File: src/rv_pkg.sv
package rv_pkg;

  ////////////////////////////////////////////////////////////////////////////
  // widths with a meaning.
  ////////////////////////////////////////////////////////////////////////////

  typedef logic [31:0] word_t;      // data, address or instruction.
  typedef logic [4:0]  reg_idx_t;
  typedef logic [3:0]  alu_op_t;
  typedef logic [3:0]  byte_en_t;   // one bit per data-bus lane.
  typedef logic [1:0]  mem_size_t;
  typedef logic [1:0]  dest_sel_t;  // writeback source.
  typedef logic [6:0]  opcode_t;

  ////////////////////////////////////////////////////////////////////////////
  // encodings.
  ////////////////////////////////////////////////////////////////////////////

  localparam alu_op_t ALU_ADD    = 4'd0;
  localparam alu_op_t ALU_SUB    = 4'd1;
  localparam alu_op_t ALU_SLL    = 4'd2;
  localparam alu_op_t ALU_SLT    = 4'd3;
  localparam alu_op_t ALU_SLTU   = 4'd4;
  localparam alu_op_t ALU_XOR    = 4'd5;
  localparam alu_op_t ALU_SRL    = 4'd6;
  localparam alu_op_t ALU_SRA    = 4'd7;
  localparam alu_op_t ALU_OR     = 4'd8;
  localparam alu_op_t ALU_AND    = 4'd9;
  localparam alu_op_t ALU_PASS_B = 4'd10;  // lui.

  localparam opcode_t OPC_LUI    = 7'b0110111;
  localparam opcode_t OPC_AUIPC  = 7'b0010111;
  localparam opcode_t OPC_JAL    = 7'b1101111;
  localparam opcode_t OPC_JALR   = 7'b1100111;
  localparam opcode_t OPC_BRANCH = 7'b1100011;
  localparam opcode_t OPC_LOAD   = 7'b0000011;
  localparam opcode_t OPC_STORE  = 7'b0100011;
  localparam opcode_t OPC_OP_IMM = 7'b0010011;
  localparam opcode_t OPC_OP     = 7'b0110011;

  localparam dest_sel_t DEST_NONE = 2'd0;
  localparam dest_sel_t DEST_ALU  = 2'd1;
  localparam dest_sel_t DEST_LOAD = 2'd2;
  localparam dest_sel_t DEST_LINK = 2'd3;  // pc + 4.

  // same as funct3[1:0] of loads and stores.
  localparam mem_size_t SIZE_BYTE = 2'd0;
  localparam mem_size_t SIZE_HALF = 2'd1;
  localparam mem_size_t SIZE_WORD = 2'd2;

  localparam word_t RESET_VECTOR = 32'h0000_0000;
  localparam word_t INSTR_BYTES  = 32'd4;

endpackage
File: src/avalon_if.sv
`timescale 1ns/1ps

interface avalon_read_if;
  import rv_pkg::*;

  word_t address;
  logic  read;
  logic  waitrequest;
  word_t readdata;
  logic  readdatavalid;

  modport host  (output address, read, input waitrequest, readdata, readdatavalid);
  modport agent (input address, read, output waitrequest, readdata, readdatavalid);
endinterface

interface avalon_rw_if;
  import rv_pkg::*;

  word_t    address;
  logic     read;
  logic     write;
  word_t    writedata;
  byte_en_t byteenable;
  logic     waitrequest;
  word_t    readdata;
  logic     readdatavalid;

  modport host (output address, read, write, writedata, byteenable,
                input waitrequest, readdata, readdatavalid);
  modport agent (input address, read, write, writedata, byteenable,
                 output waitrequest, readdata, readdatavalid);
endinterface

File: src/cpu_top.sv
`timescale 1ns/1ps

module cpu_top (
  input  logic             clk,
  input  logic             rst,

  // instruction bus.
  output rv_pkg::word_t    ibus_address,
  output logic             ibus_read,
  input  logic             ibus_waitrequest,
  input  rv_pkg::word_t    ibus_readdata,
  input  logic             ibus_readdatavalid,

  // data bus.
  output rv_pkg::word_t    dbus_address,
  output logic             dbus_read,
  output logic             dbus_write,
  output rv_pkg::word_t    dbus_writedata,
  output rv_pkg::byte_en_t dbus_byteenable,
  input  logic             dbus_waitrequest,
  input  rv_pkg::word_t    dbus_readdata,
  input  logic             dbus_readdatavalid
);

  avalon_read_if ibus ();
  avalon_rw_if   dbus ();

  cpu_core u_core (
    .clk  (clk),
    .rst  (rst),
    .ibus (ibus),
    .dbus (dbus)
  );

  assign ibus_address       = ibus.address;
  assign ibus_read          = ibus.read;
  assign ibus.waitrequest   = ibus_waitrequest;
  assign ibus.readdata      = ibus_readdata;
  assign ibus.readdatavalid = ibus_readdatavalid;

  assign dbus_address       = dbus.address;
  assign dbus_read          = dbus.read;
  assign dbus_write         = dbus.write;
  assign dbus_writedata     = dbus.writedata;
  assign dbus_byteenable    = dbus.byteenable;
  assign dbus.waitrequest   = dbus_waitrequest;
  assign dbus.readdata      = dbus_readdata;
  assign dbus.readdatavalid = dbus_readdatavalid;

endmodule

File: src/cpu_core.sv
`timescale 1ns/1ps

module cpu_core (
  input logic         clk,
  input logic         rst,
  avalon_read_if.host ibus,
  avalon_rw_if.host   dbus
);
  import rv_pkg::*;

  word_t     ir;
  word_t     pc;
  word_t     pc_plus4;
  word_t     pc_next;
  opcode_t   opcode;
  reg_idx_t  rd, rs1, rs2;
  logic [2:0] funct3;
  logic      funct7_b5;
  word_t     imm;
  logic      fetch, load_ir;
  alu_op_t   alu_op;
  logic      alu_a_pc, alu_b_imm;
  logic      mem_start_read, mem_start_write, mem_done;
  dest_sel_t dest_sel;
  logic      reg_write, pc_write, pc_jump;
  logic      branch_taken;
  word_t     rs1_data, rs2_data;
  word_t     alu_a, alu_b, alu_result;
  word_t     load_data, rd_data;

  decoder u_decoder (
    .instr(ir), .opcode(opcode), .rd(rd), .rs1(rs1), .rs2(rs2),
    .funct3(funct3), .funct7_b5(funct7_b5), .imm(imm)
  );

  control_unit u_control (
    .clk(clk), .rst(rst), .opcode(opcode), .funct3(funct3), .funct7_b5(funct7_b5),
    .branch_taken(branch_taken), .ibus_waitrequest(ibus.waitrequest),
    .ibus_readdatavalid(ibus.readdatavalid), .mem_done(mem_done),
    .fetch(fetch), .load_ir(load_ir), .alu_op(alu_op), .alu_a_pc(alu_a_pc),
    .alu_b_imm(alu_b_imm), .mem_start_read(mem_start_read),
    .mem_start_write(mem_start_write), .dest_sel(dest_sel), .reg_write(reg_write),
    .pc_write(pc_write), .pc_jump(pc_jump)
  );

  register_file u_regs (
    .clk(clk), .rst(rst), .rs1(rs1), .rs2(rs2), .rd(rd), .rd_data(rd_data),
    .rd_write(reg_write), .rs1_data(rs1_data), .rs2_data(rs2_data)
  );

  alu u_alu (
    .a(alu_a), .b(alu_b), .op(alu_op), .funct3(funct3), .rs1_data(rs1_data),
    .rs2_data(rs2_data), .result(alu_result), .branch_taken(branch_taken)
  );

  memory_unit u_mem (
    .clk(clk), .rst(rst), .start_read(mem_start_read), .start_write(mem_start_write),
    .address(alu_result), .size(mem_size_t'(funct3[1:0])), .unsigned_load(funct3[2]),
    .store_data(rs2_data), .load_data(load_data), .done(mem_done), .bus(dbus)
  );

  ////////////////////////////////////////////////////////////////////////////
  // operand and writeback selects.
  ////////////////////////////////////////////////////////////////////////////

  assign alu_a    = alu_a_pc ? pc : rs1_data;
  assign alu_b    = alu_b_imm ? imm : rs2_data;
  assign pc_plus4 = pc + INSTR_BYTES;
  assign pc_next  = pc_jump ? {alu_result[31:1], 1'b0} : pc_plus4;  // jalr drops bit 0.

  always_comb begin
    case (dest_sel)
      DEST_ALU:  rd_data = alu_result;
      DEST_LOAD: rd_data = load_data;
      DEST_LINK: rd_data = pc_plus4;
      default:   rd_data = '0;
    endcase
  end

  always_ff @(posedge clk or negedge rst) begin
    if (!rst) pc <= RESET_VECTOR;
    else if (pc_write) pc <= pc_next;
  end

  always_ff @(posedge clk) begin
    if (load_ir) ir <= ibus.readdata;
  end

  assign ibus.address = pc;
  assign ibus.read    = fetch;

endmodule

File: src/memory_unit.sv
`timescale 1ns/1ps

module memory_unit (
  input  logic              clk,
  input  logic              rst,
  input  logic              start_read,
  input  logic              start_write,
  input  rv_pkg::word_t     address,
  input  rv_pkg::mem_size_t size,
  input  logic              unsigned_load,
  input  rv_pkg::word_t     store_data,
  output rv_pkg::word_t     load_data,
  output logic              done,
  avalon_rw_if.host         bus
);
  import rv_pkg::*;

  typedef enum logic [1:0] {IDLE, REQUEST, WAIT_DATA} bus_state_e;

  bus_state_e state;
  logic       writing;
  byte_en_t   lanes;
  word_t      read_word;
  word_t      shifted;

  ////////////////////////////////////////////////////////////////////////////
  // byte lanes, little-endian.
  ////////////////////////////////////////////////////////////////////////////

  always_comb begin
    case (size)
      SIZE_BYTE: begin
        lanes          = byte_en_t'(4'b0001 << address[1:0]);
        bus.writedata  = {4{store_data[7:0]}};
      end
      SIZE_HALF: begin
        lanes          = address[1] ? 4'b1100 : 4'b0011;
        bus.writedata  = {2{store_data[15:0]}};
      end
      default: begin
        lanes          = 4'b1111;
        bus.writedata  = store_data;
      end
    endcase
  end

  assign bus.address    = {address[31:2], 2'b00};
  assign bus.byteenable = lanes;
  assign bus.read       = (state == REQUEST) && !writing;
  assign bus.write      = (state == REQUEST) && writing;

  always_ff @(posedge clk or negedge rst) begin
    if (!rst) begin
      state   <= IDLE;
      writing <= 1'b0;
      done    <= 1'b0;
    end else begin
      done <= 1'b0;
      case (state)
        IDLE: begin
          if (start_read || start_write) begin
            state   <= REQUEST;
            writing <= start_write;
          end
        end
        REQUEST: begin
          if (!bus.waitrequest) begin
            state <= writing ? IDLE : WAIT_DATA;
            done  <= writing;  // writes finish on accept.
          end
        end
        WAIT_DATA: begin
          if (bus.readdatavalid) begin
            state <= IDLE;
            done  <= 1'b1;
          end
        end
        default: state <= IDLE;
      endcase
    end
  end

  always_ff @(posedge clk) begin
    if ((state == WAIT_DATA) && bus.readdatavalid) read_word <= bus.readdata;
  end

  assign shifted = read_word >> {address[1:0], 3'b000};

  always_comb begin
    case (size)
      SIZE_BYTE: load_data = {{24{shifted[7] & !unsigned_load}}, shifted[7:0]};
      SIZE_HALF: load_data = {{16{shifted[15] & !unsigned_load}}, shifted[15:0]};
      default:   load_data = read_word;
    endcase
  end

endmodule

File: src/register_file.sv
`timescale 1ns/1ps

module register_file (
  input  logic             clk,
  input  logic             rst,
  input  rv_pkg::reg_idx_t rs1,
  input  rv_pkg::reg_idx_t rs2,
  input  rv_pkg::reg_idx_t rd,
  input  rv_pkg::word_t    rd_data,
  input  logic             rd_write,
  output rv_pkg::word_t    rs1_data,
  output rv_pkg::word_t    rs2_data
);
  import rv_pkg::*;

  word_t regs [1:31];  // x0 has no storage.

  always_ff @(posedge clk or negedge rst) begin
    if (!rst) begin
      for (int i = 1; i < 32; i++) begin
        regs[i] <= '0;
      end
    end else if (rd_write && (rd != '0)) begin
      regs[rd] <= rd_data;
    end
  end

  assign rs1_data = (rs1 == '0) ? '0 : regs[rs1];
  assign rs2_data = (rs2 == '0) ? '0 : regs[rs2];

endmodule

File: src/alu.sv
`timescale 1ns/1ps

module alu (
  input  rv_pkg::word_t   a,
  input  rv_pkg::word_t   b,
  input  rv_pkg::alu_op_t op,
  input  logic [2:0]      funct3,
  input  rv_pkg::word_t   rs1_data,
  input  rv_pkg::word_t   rs2_data,
  output rv_pkg::word_t   result,
  output logic            branch_taken
);
  import rv_pkg::*;

  logic eq;
  logic lt;
  logic ltu;

  always_comb begin
    case (op)
      ALU_ADD:    result = a + b;
      ALU_SUB:    result = a - b;
      ALU_SLL:    result = a << b[4:0];
      ALU_SLT:    result = {31'b0, $signed(a) < $signed(b)};
      ALU_SLTU:   result = {31'b0, a < b};
      ALU_XOR:    result = a ^ b;
      ALU_SRL:    result = a >> b[4:0];
      ALU_SRA:    result = word_t'($signed(a) >>> b[4:0]);
      ALU_OR:     result = a | b;
      ALU_AND:    result = a & b;
      ALU_PASS_B: result = b;
      default:    result = '0;
    endcase
  end

  // branch compare runs beside the target add.
  assign eq  = (rs1_data == rs2_data);
  assign lt  = ($signed(rs1_data) < $signed(rs2_data));
  assign ltu = (rs1_data < rs2_data);

  always_comb begin
    case (funct3)
      3'b000:  branch_taken = eq;
      3'b001:  branch_taken = !eq;
      3'b100:  branch_taken = lt;
      3'b101:  branch_taken = !lt;
      3'b110:  branch_taken = ltu;
      3'b111:  branch_taken = !ltu;
      default: branch_taken = 1'b0;
    endcase
  end

endmodule

File: src/control_unit.sv
`timescale 1ns/1ps

module control_unit (
  input  logic              clk,
  input  logic              rst,
  input  rv_pkg::opcode_t   opcode,
  input  logic [2:0]        funct3,
  input  logic              funct7_b5,
  input  logic              branch_taken,
  input  logic              ibus_waitrequest,
  input  logic              ibus_readdatavalid,
  input  logic              mem_done,
  output logic              fetch,
  output logic              load_ir,
  output rv_pkg::alu_op_t   alu_op,
  output logic              alu_a_pc,
  output logic              alu_b_imm,
  output logic              mem_start_read,
  output logic              mem_start_write,
  output rv_pkg::dest_sel_t dest_sel,
  output logic              reg_write,
  output logic              pc_write,
  output logic              pc_jump
);
  import rv_pkg::*;

  typedef enum logic [1:0] {FETCH, WAIT_INSTR, EXECUTE, MEMORY} cpu_state_e;

  cpu_state_e state;
  cpu_state_e state_next;
  logic       is_mem;
  logic       retire;
  logic       mem_start;  // first cycle of memory.

  assign is_mem  = (opcode == OPC_LOAD) || (opcode == OPC_STORE);
  assign load_ir = (state == WAIT_INSTR) && ibus_readdatavalid;
  assign retire  = ((state == EXECUTE) && !is_mem) || ((state == MEMORY) && mem_done);

  always_comb begin
    state_next = state;
    case (state)
      FETCH:      if (fetch && !ibus_waitrequest) state_next = WAIT_INSTR;
      WAIT_INSTR: if (ibus_readdatavalid) state_next = EXECUTE;
      EXECUTE:    state_next = is_mem ? MEMORY : FETCH;
      MEMORY:     if (mem_done) state_next = FETCH;
      default:    state_next = FETCH;
    endcase
  end

  // state and the registered fetch request.
  always_ff @(posedge clk or negedge rst) begin
    if (!rst) begin
      state     <= FETCH;
      fetch     <= 1'b0;
      mem_start <= 1'b0;
    end else begin
      state     <= state_next;
      fetch     <= (state_next == FETCH);
      mem_start <= (state == EXECUTE) && is_mem;
    end
  end

  assign mem_start_read  = mem_start && (opcode == OPC_LOAD);
  assign mem_start_write = mem_start && (opcode == OPC_STORE);

  ////////////////////////////////////////////////////////////////////////////
  // datapath steering.
  ////////////////////////////////////////////////////////////////////////////

  always_comb begin
    alu_op = ALU_ADD;  // address and target adds.
    if (opcode == OPC_LUI) begin
      alu_op = ALU_PASS_B;
    end else if ((opcode == OPC_OP) || (opcode == OPC_OP_IMM)) begin
      case (funct3)
        3'b000:  alu_op = ((opcode == OPC_OP) && funct7_b5) ? ALU_SUB : ALU_ADD;
        3'b001:  alu_op = ALU_SLL;
        3'b010:  alu_op = ALU_SLT;
        3'b011:  alu_op = ALU_SLTU;
        3'b100:  alu_op = ALU_XOR;
        3'b101:  alu_op = funct7_b5 ? ALU_SRA : ALU_SRL;
        3'b110:  alu_op = ALU_OR;
        default: alu_op = ALU_AND;
      endcase
    end
  end

  always_comb begin
    case (opcode)
      OPC_LUI, OPC_AUIPC, OPC_OP, OPC_OP_IMM: dest_sel = DEST_ALU;
      OPC_JAL, OPC_JALR:                      dest_sel = DEST_LINK;
      OPC_LOAD:                               dest_sel = DEST_LOAD;
      default:                                dest_sel = DEST_NONE;
    endcase
  end

  assign alu_a_pc  = (opcode == OPC_JAL) || (opcode == OPC_AUIPC) || (opcode == OPC_BRANCH);
  assign alu_b_imm = (opcode != OPC_OP);
  assign reg_write = retire && (dest_sel != DEST_NONE);
  assign pc_write  = retire;
  assign pc_jump   = (opcode == OPC_JAL) || (opcode == OPC_JALR) ||
                     ((opcode == OPC_BRANCH) && branch_taken);

endmodule

File: src/decoder.sv
`timescale 1ns/1ps

module decoder (
  input  rv_pkg::word_t    instr,
  output rv_pkg::opcode_t  opcode,
  output rv_pkg::reg_idx_t rd,
  output rv_pkg::reg_idx_t rs1,
  output rv_pkg::reg_idx_t rs2,
  output logic [2:0]       funct3,
  output logic             funct7_b5,
  output rv_pkg::word_t    imm
);
  import rv_pkg::*;

  word_t imm_i;
  word_t imm_s;
  word_t imm_b;
  word_t imm_u;
  word_t imm_j;

  assign opcode    = instr[6:0];
  assign rd        = instr[11:7];
  assign funct3    = instr[14:12];
  assign rs1       = instr[19:15];
  assign rs2       = instr[24:20];
  assign funct7_b5 = instr[30];  // sub and sra.

  ////////////////////////////////////////////////////////////////////////////
  // immediate layouts, all sign-extended from bit 31.
  ////////////////////////////////////////////////////////////////////////////

  assign imm_i = {{20{instr[31]}}, instr[31:20]};
  assign imm_s = {{20{instr[31]}}, instr[31:25], instr[11:7]};
  assign imm_b = {{19{instr[31]}}, instr[31], instr[7], instr[30:25], instr[11:8], 1'b0};
  assign imm_u = {instr[31:12], 12'b0};
  assign imm_j = {{11{instr[31]}}, instr[31], instr[19:12], instr[20], instr[30:21], 1'b0};

  always_comb begin
    case (opcode)
      OPC_LOAD,
      OPC_OP_IMM,
      OPC_JALR:   imm = imm_i;
      OPC_STORE:  imm = imm_s;
      OPC_BRANCH: imm = imm_b;
      OPC_LUI,
      OPC_AUIPC:  imm = imm_u;
      OPC_JAL:    imm = imm_j;
      default:    imm = '0;  // op has no immediate.
    endcase
  end

endmodule

File: config.mk
export PLATFORM = sky130hd
export DESIGN_NAME = cpu_top
export DESIGN_NICKNAME = d
export VERILOG_FILES = /design/src/rv_pkg.sv /design/src/avalon_if.sv /design/src/cpu_top.sv /design/src/cpu_core.sv /design/src/memory_unit.sv /design/src/register_file.sv /design/src/alu.sv /design/src/control_unit.sv /design/src/decoder.sv
export SDC_FILE = /design/constraint.sdc
export NUM_CORES = 2
export LEC_CHECK = 0
export BUFFER_PORTS_ARGS = -buffer_cell sky130_fd_sc_hd__buf_2
export CORE_MARGIN = 2
export CORE_UTILIZATION = 50
export CTS_BUF_LIST = sky130_fd_sc_hd__clkbuf_16
export CTS_CLUSTER_DIAMETER = 80
export DETAILED_ROUTE_END_ITERATION = 12
export PLACE_DENSITY = 0.66
export SLEW_MARGIN = 20
export SYNTH_ARGS = -nofsm -noshare
export SYNTH_HDL_FRONTEND = slang
export SYNTH_SLANG_ARGS = --single-unit
File: constraint.sdc
create_clock -name clk -period 10.87 [get_ports clk]
set_input_delay 1.087 -clock clk [delete_from_list [all_inputs] [get_ports clk]]
set_output_delay 1.087 -clock clk [all_outputs]
set_load 0.05 [all_outputs]
## After elaboration in Yosys (flattened, before gate mapping)

Cells that the tools add are included.

- Flip-flop bits (word level): 1096
- Latch bits: 0
- Bits in writable memories: 0
- Bits in read-only memories: 0
- Input port bits: 70
- Memories kept: 0

- $add $sub $neg: 3
- Multiply operators: 0
- Divide/modulo/power cells: 0
- Magnitude comparators: 8
- Eq/ne operators: 40
- Shift-type cells: 5
- Muxes and demuxes: 41
- Bitwise operators: 8
- Reductions and logical operators: 46

Operators with widths:

| operator | count |
|---|---|
| $bwmux 992 | 1 |
| $pmux 32 s11 | 1 |
| $bmux 32 s5 | 2 |
| $mux 32 | 10 |
| $demux 32 s5 | 1 |
| $pmux 32 s5 | 1 |
| $lt 32x32->1 | 4 |
| $pmux 32 s2 | 2 |
| $pmux 32 s3 | 1 |
| $add 32x3->32 const B | 1 |
| $add 32x32->32 | 1 |
| $and 32x32->32 | 1 |
| $eq 32x32->1 | 1 |
| $or 32x32->32 | 1 |
| $shl 32x5->32 | 1 |
| $shr 32x5->16 | 1 |
| $shr 32x5->32 | 1 |
| $sshr 32x5->32 | 1 |
| $sub 32x32->32 | 1 |
| $xor 32x32->32 | 1 |
| $pmux 4 s7 | 1 |
| $eq 7x6->1 const B | 3 |
| $eq 7x7->1 const B | 3 |
| $ge 6x6->1 const B | 3 |
| 39 further kinds | 107 |

## Depth between registers and ports, before layout

- Word-level depth: 13
- Depth in mapped cells: 35
- Depth with buffers taken out: 23

## Cells and area by module

From an unflattened synthesis, not the netlist that was laid out.

- Cell total of the unflattened synthesis: 6514
- Area total of the unflattened synthesis: 71572.4 um^2

By module, submodules not included:

| module | instances | cells an instance | area each (um^2) |
|---|---|---|---|
| register_file | 1 | 4066 | 53379.9 |
| alu | 1 | 1526 | 9709.3 |
| cpu_core | 1 | 483 | 4544.4 |
| memory_unit | 1 | 276 | 2766.4 |
| decoder | 1 | 105 | 742.0 |
| control_unit | 1 | 58 | 430.4 |

## Worst setup path before layout

Ideal clock, no wire load.

- Path kind: flip-flop to output port
- Start: register u_core.ir[20]
- End: output port dbus_byteenable[1]
- Arrival time: 8097 ps
- Data required time: 9783 ps
- Setup slack: 1686 ps
- Cell stages (with the launch flop): 30
- Buffers on the path: 13
- Path through: edfxtp_1 buf_4 buf_6 buf_4 buf_4 buf_2 buf_4 buf_2 buf_2 buf_1 buf_1 mux4_2 mux4_2 mux2i_1 o21ai_0 ha_1 clkbuf_1 inv_1 a21oi_1 o21ai_0 a21oi_1 nand3_1 a41oi_1 o21ai_0 a2111o_1 o2111ai_2 nor2_2 buf_2 buf_4 a21oi_1

- Word-level cells in the longest chain between the ends: 10
- Elaborated cells between the ends (all ways): 22
- Classes of those cells: add/sub (2); order compare (2); shift (4); mux (9); bitwise (4); reduce/logical (1)

RTL lines:

| what | RTL line | RTL |
|---|---|---|
| from (decl) | cpu_core.sv:11 | `word_t ir;` |
| from (signal assigned) | cpu_core.sv:86 | `if (load_ir) ir <= ibus.readdata;` |
| $not 5->6 (not written as such) | register_file.sv:29 | `assign rs2_data = (rs2 == '0) ? '0 : regs[rs2];` |
| $bmux 32 s5 | register_file.sv:29 |  |
| $mux 32 (not written as such) (2 in series) | register_file.sv:29 |  |
| $mux 32 | register_file.sv:29 |  |
| $mux 32 (*) | cpu_core.sv:67 | `assign alu_b = alu_b_imm ? imm : rs2_data;` |
| $sub 32x32->32 (tied with other cells) | alu.sv:22 | `ALU_SUB: result = a - b;` |
| $pmux 32 s11 (*) | alu.sv:20 | `case (op)` |
| $mux 4 / $shl 1x2->4 (equally long branches) | memory_unit.sv:37, memory_unit.sv:33 |  |
| $pmux 4 s2 (*) | memory_unit.sv:31 | `case (size)` |
| to (decl) | cpu_top.sv:19 | `output rv_pkg::byte_en_t dbus_byteenable,` |

Every way passes the cells marked *; elsewhere a longest branch is shown, timed or not. The select of a mux whose other input is x is not followed.

## Final worst setup path

- Start: register u_core.ir[21]
- End: output port dbus_byteenable[1]

Same word-level chain as after synthesis.

==> impl_metrics.prom <==
# TYPE chip_impl_metric gauge
chip_impl_metric{name="cts_made_buffers",unit=""} 118
chip_impl_metric{name="chip_width",unit="um"} 378
chip_impl_metric{name="postSynthCellCount",unit=""} 6082
chip_impl_metric{name="power.ir.vdd_worst",unit="V"} 0.000201
chip_impl_metric{name="clk_pin_slew_worst_paths",unit="ns"} 0.06
chip_impl_metric{name="grt_pass1_wl",unit="mm"} 396
chip_impl_metric{name="leakagePower",unit="nW"} 34.5
chip_impl_metric{name="met2_usage",unit="%"} 55.5
chip_impl_metric{name="gp_congestion",unit=""} 1.05
chip_impl_metric{name="synth.yosys.seq_area_share",unit="%"} 39.5
chip_impl_info{name="critPathKind",value="reg2out"} 1
chip_impl_metric{name="layout-area-overhead-vs-synth",unit="%"} 9.46
chip_impl_metric{name="final-setup-viol-count",unit=""} 0
chip_impl_info{name="tritoncts",value="yes"} 1
chip_impl_info{name="timing.critical_path.to",value="dbus_byteenable[1]"} 1
chip_impl_metric{name="maxSlewViolCount",unit=""} 0
chip_impl_metric{name="grt.total_usage",unit="%"} 38.2
chip_impl_metric{name="area.sequential",unit="mm^2"} 0.0277
chip_impl_metric{name="clk_path_buf_depth",unit=""} 3
chip_impl_info{name="grt_busiest_layer",value="met2"} 1
chip_impl_metric{name="totalPowerFinal",unit="mW"} 12.5
chip_impl_metric{name="coreArea",unit="mm^2"} 0.139
chip_impl_metric{name="detail_route.drc_violations",unit=""} 0
chip_impl_metric{name="clock-sinks",unit=""} 1095
chip_impl_metric{name="cts_htree_levels",unit=""} 3
chip_impl_metric{name="detailroute.via_count",unit=""} 57100
chip_impl_metric{name="fillers",unit=""} 11700
chip_impl_metric{name="met3_usage",unit="%"} 10.7
chip_impl_metric{name="max-cap-violations",unit=""} 0
chip_impl_metric{name="slew_headroom",unit="%"} 11.3
chip_impl_info{name="ys_top_cells_by_area",value="dfrtp_1 (37%), mux4_2 (14%), mux2_2 (14%)"} 1
chip_impl_metric{name="i_o_buffers",unit=""} 169
chip_impl_metric{name="synthDominantCellAreaShare",unit="%"} 36.8
chip_impl_metric{name="period_share",unit="%"} 94.9
chip_impl_info{name="crit_path_cell_trace",value="buf_4 -> buf_4 -> mux4_2 -> mux4_2 -> mux2i_1 -> or2_2 -> nand4_1 -> ha_1 -> nor4_1 -> nand3_1 -> nor3_1 -> o21ai_0 -> nand3_1 -> a41oi_1 -> o21ai_0 -> a2111o_1 -> o2111ai_2 -> nor2_2 -> a21oi_1 -> buf_2"} 1
chip_impl_metric{name="start_util",unit="%"} 50.3
chip_impl_metric{name="wl_per_cell",unit="um"} 34.5
chip_impl_info{name="synth-main-ff-cell",value="dfrtp_1"} 1
chip_impl_metric{name="drt_pre_antenna_iters",unit=""} 8
chip_impl_metric{name="layout.cells.non_filler",unit=""} 7997
chip_impl_metric{name="synth.avg_cell_area",unit="um^2"} 11.5
chip_impl_info{name="yosys.cell_count.top_type",value="dfrtp_1"} 1
chip_impl_metric{name="report.final.hold_viol_count",unit=""} 0
chip_impl_metric{name="ys_async_sr_fraction",unit="%"} 94.2
chip_impl_info{name="synthDominantAreaCellType",value="dfrtp_1"} 1
chip_impl_info{name="cts_root_buffer",value="clkbuf_16"} 1
chip_impl_metric{name="placed_cells",unit=""} 7771
chip_impl_metric{name="drive_gt1_share",unit="%"} 33.0
chip_impl_info{name="critical_path.startpoint_type",value="register"} 1
chip_impl_metric{name="clk_latency",unit="ns"} 0.79
chip_impl_metric{name="ys_types",unit=""} 104
chip_impl_metric{name="tightestPinTransition",unit="ns"} 1.29
chip_impl_metric{name="postSynthRegisterBits",unit=""} 1095
chip_impl_metric{name="ff2ff_path_depth",unit=""} 24
chip_impl_info{name="rsz0062_at_grt",value="false"} 1
chip_impl_metric{name="fp.dieH",unit="um"} 378
chip_impl_metric{name="power_dens_cells",unit="mW/mm^2"} 162
chip_impl_metric{name="multiInputGateArea",unit="mm^2"} 0.0396
chip_impl_metric{name="routed_wire_length",unit="mm"} 276
chip_impl_metric{name="critical_path_arrival",unit="ns"} 9.23
chip_impl_metric{name="post-cts-setup-buffers",unit=""} 0
chip_impl_info{name="timing.hold.worst.class",value="in2async"} 1
chip_impl_metric{name="layout.core_utilization",unit="%"} 55.1
chip_impl_metric{name="post-route-cell-area",unit="mm^2"} 0.0768
chip_impl_info{name="crit_path_end_kind",value="primary output"} 1
chip_impl_metric{name="cts_resized",unit=""} 0
chip_impl_metric{name="crit_fanout",unit=""} 40
chip_impl_metric{name="route.antenna.remaining_nets",unit=""} 0
chip_impl_metric{name="finalCriticalPeriod",unit="ns"} 10.31
chip_impl_info{name="post_synth_most_frequent_cells",value="dfrtp_1 (1,031), mux2_2 (878), mux4_2 (448)"} 1
chip_impl_metric{name="max_clock_freq",unit="MHz"} 97.0
chip_impl_metric{name="hold_buffers_post_cts",unit=""} 0
chip_impl_metric{name="number_of_flops_mapped_to_enable_cells_by_yosys",unit=""} 64
chip_impl_metric{name="vias_in_the_first_global_route",unit=""} 54600
chip_impl_info{name="r2r_start",value="u_core.ir[21]$_DFFE_PP_"} 1
chip_impl_metric{name="drtIter0Drc",unit=""} 8328
chip_impl_metric{name="dieArea",unit="mm^2"} 0.143
chip_impl_metric{name="dp_hpwl",unit="mm"} 187
chip_impl_metric{name="groute.layer.met1.usage",unit="%"} 51.5
chip_impl_info{name="reg2reg_to",value="u_core.u_regs.regs[185]$_DFFE_PN0P_"} 1
chip_impl_metric{name="ff2ff_setup_slack",unit="ns"} 1.35
chip_impl_metric{name="boundaryPins",unit=""} 173
chip_impl_metric{name="post_detailed_route_via_to_cell_ratio",unit=""} 7.13
chip_impl_metric{name="placement_rows",unit=""} 137
chip_impl_metric{name="timing.setup.tns",unit="ns"} 0
chip_impl_metric{name="synth_warnings",unit=""} 0
chip_impl_metric{name="grt_overflow_total",unit=""} 0
chip_impl_metric{name="synthesis.area",unit="mm^2"} 0.0701
chip_impl_info{name="status",value="complete, no violations"} 1
chip_impl_metric{name="finClkSkew",unit="ns"} 0.0552
chip_impl_metric{name="final_nets",unit=""} 6222
chip_impl_info{name="crit_path_top_delay_cell",value="nor2_2"} 1
chip_impl_info{name="worst_setup_path_startpoint",value="u_core.ir[21]$_DFFE_PP_"} 1
chip_impl_metric{name="cp_slowest_stage_delay",unit="ns"} 0.77
chip_impl_metric{name="pin_count_of_the_biggest_net_entering_global_routing",unit=""} 181
chip_impl_metric{name="required",unit="ns"} 9.78
chip_impl_metric{name="placedInstanceArea",unit="mm^2"} 0.0729
chip_impl_metric{name="initial_antenna_violation_count",unit=""} 18
## stage by stage
step	hold WS, ns	setup WS, ns
after global routing	0.409	0.381
final	0.345	0.557
after global placement	0.475	1.58
after CTS	0.369	0.792
after floorplan	0.460	1.69
after detailed placement	0.486	1.34
## metal layers
metal | vias to the layer above | wire length, um
met4 | 18 | 18600
met1 | 29200 | 106000
met5 | - | 135
met3 | 908 | 32900
li1 | 23000 | -
met2 | 3914 | 118000
## worst min-delay path by stage
stage	startpoint	end	slack [ns]	depth (start not counted)
floorplan	u_core.u_regs.regs[960]$_DFFE_PN0P_	u_core.u_regs.regs[960]$_DFFE_PN0P_	0.46	2
global placement	u_core.u_regs.regs[672]$_DFFE_PN0P_	u_core.u_regs.regs[672]$_DFFE_PN0P_	0.48	2
detailed placement	u_core.u_regs.regs[130]$_DFFE_PN0P_	u_core.u_regs.regs[130]$_DFFE_PN0P_	0.49	2
CTS	rst	u_core.u_regs.regs[103]$_DFFE_PN0P_	0.37	1
global route	rst	u_core.u_regs.regs[392]$_DFFE_PN0P_	0.41	1
finish	rst	u_core.u_regs.regs[325]$_DFFE_PN0P_	0.35	1
## cell families after synthesis
kind of cell    after synthesis  share of synthesized area [%]
xor+xnor                     37                          0.462
other cells                   1                        0.00535
buf+inv                     712                           4.43
mux                        1648                           33.1
flops                      1095                           39.5
compound gates             1338                           12.8
simple gates               1116                           7.27
fa+ha+maj                   135                           2.43
## worst max-delay path: cells and delay by family (launching register included)
family | cells | cell delay [ns]
adders and majority gates | 1 | 0.51
AOI/OAI and AO/OA | 6 | 2.17
buffers and inverters | 3 | 1.23
and+or+nand+nor | 7 | 2.27
muxes | 3 | 1.47
DFF | 1 | 0.74
## sequential cells by signal, indices dropped and copies added, names as in the netlist
register and count:
u_core.u_control.fetch 1, u_core.ibus.address 31, u_core.u_regs.regs 992, u_core.u_control.state 2, u_core.u_mem.writing 1, u_core.u_mem.done 1
u_core.ir 32, u_core.u_mem.read_word 32, u_core.u_mem.state 2, u_core.u_control.mem_start 1
## cell usage in the layout, fill, tap and decap left out, types with 77 or more instances in the layout
cell type,Yosys,final
a211oi_1,78,77
a21oi_1,226,224
a22oi_1,94,94
buf_2,128,168
buf_4,43,194
clkbuf_16,0,120
dfrtp_1,1031,1031
ha_1,133,133
inv_1,138,158
mux2_2,878,878
mux2i_1,317,314
mux4_2,448,448
nand2_1,443,427
nand3_1,102,101
nor2_1,268,250
o21ai_0,382,381
## cell type report
class | instances | area share [%]
Sequential cell | 1095 | 36.1
Inverter | 145 | 0.709
Multi-Input combinational cell | 4277 | 51.7
Antenna cell | 5 | 0.0163
Clock buffer | 120 | 3.91
Timing Repair Buffer | 380 | 3.45
Tap cell | 1876 | 3.06
Clock inverter | 99 | 1.08
## where the power goes
group,total [mW],internal (mW),switching [mW]
clock network,4.05,2.28,1.76
registers,4.35,4.18,0.164
logic,4.08,1.16,2.92
No activity file was read; power rests on OpenSTA's default activity.
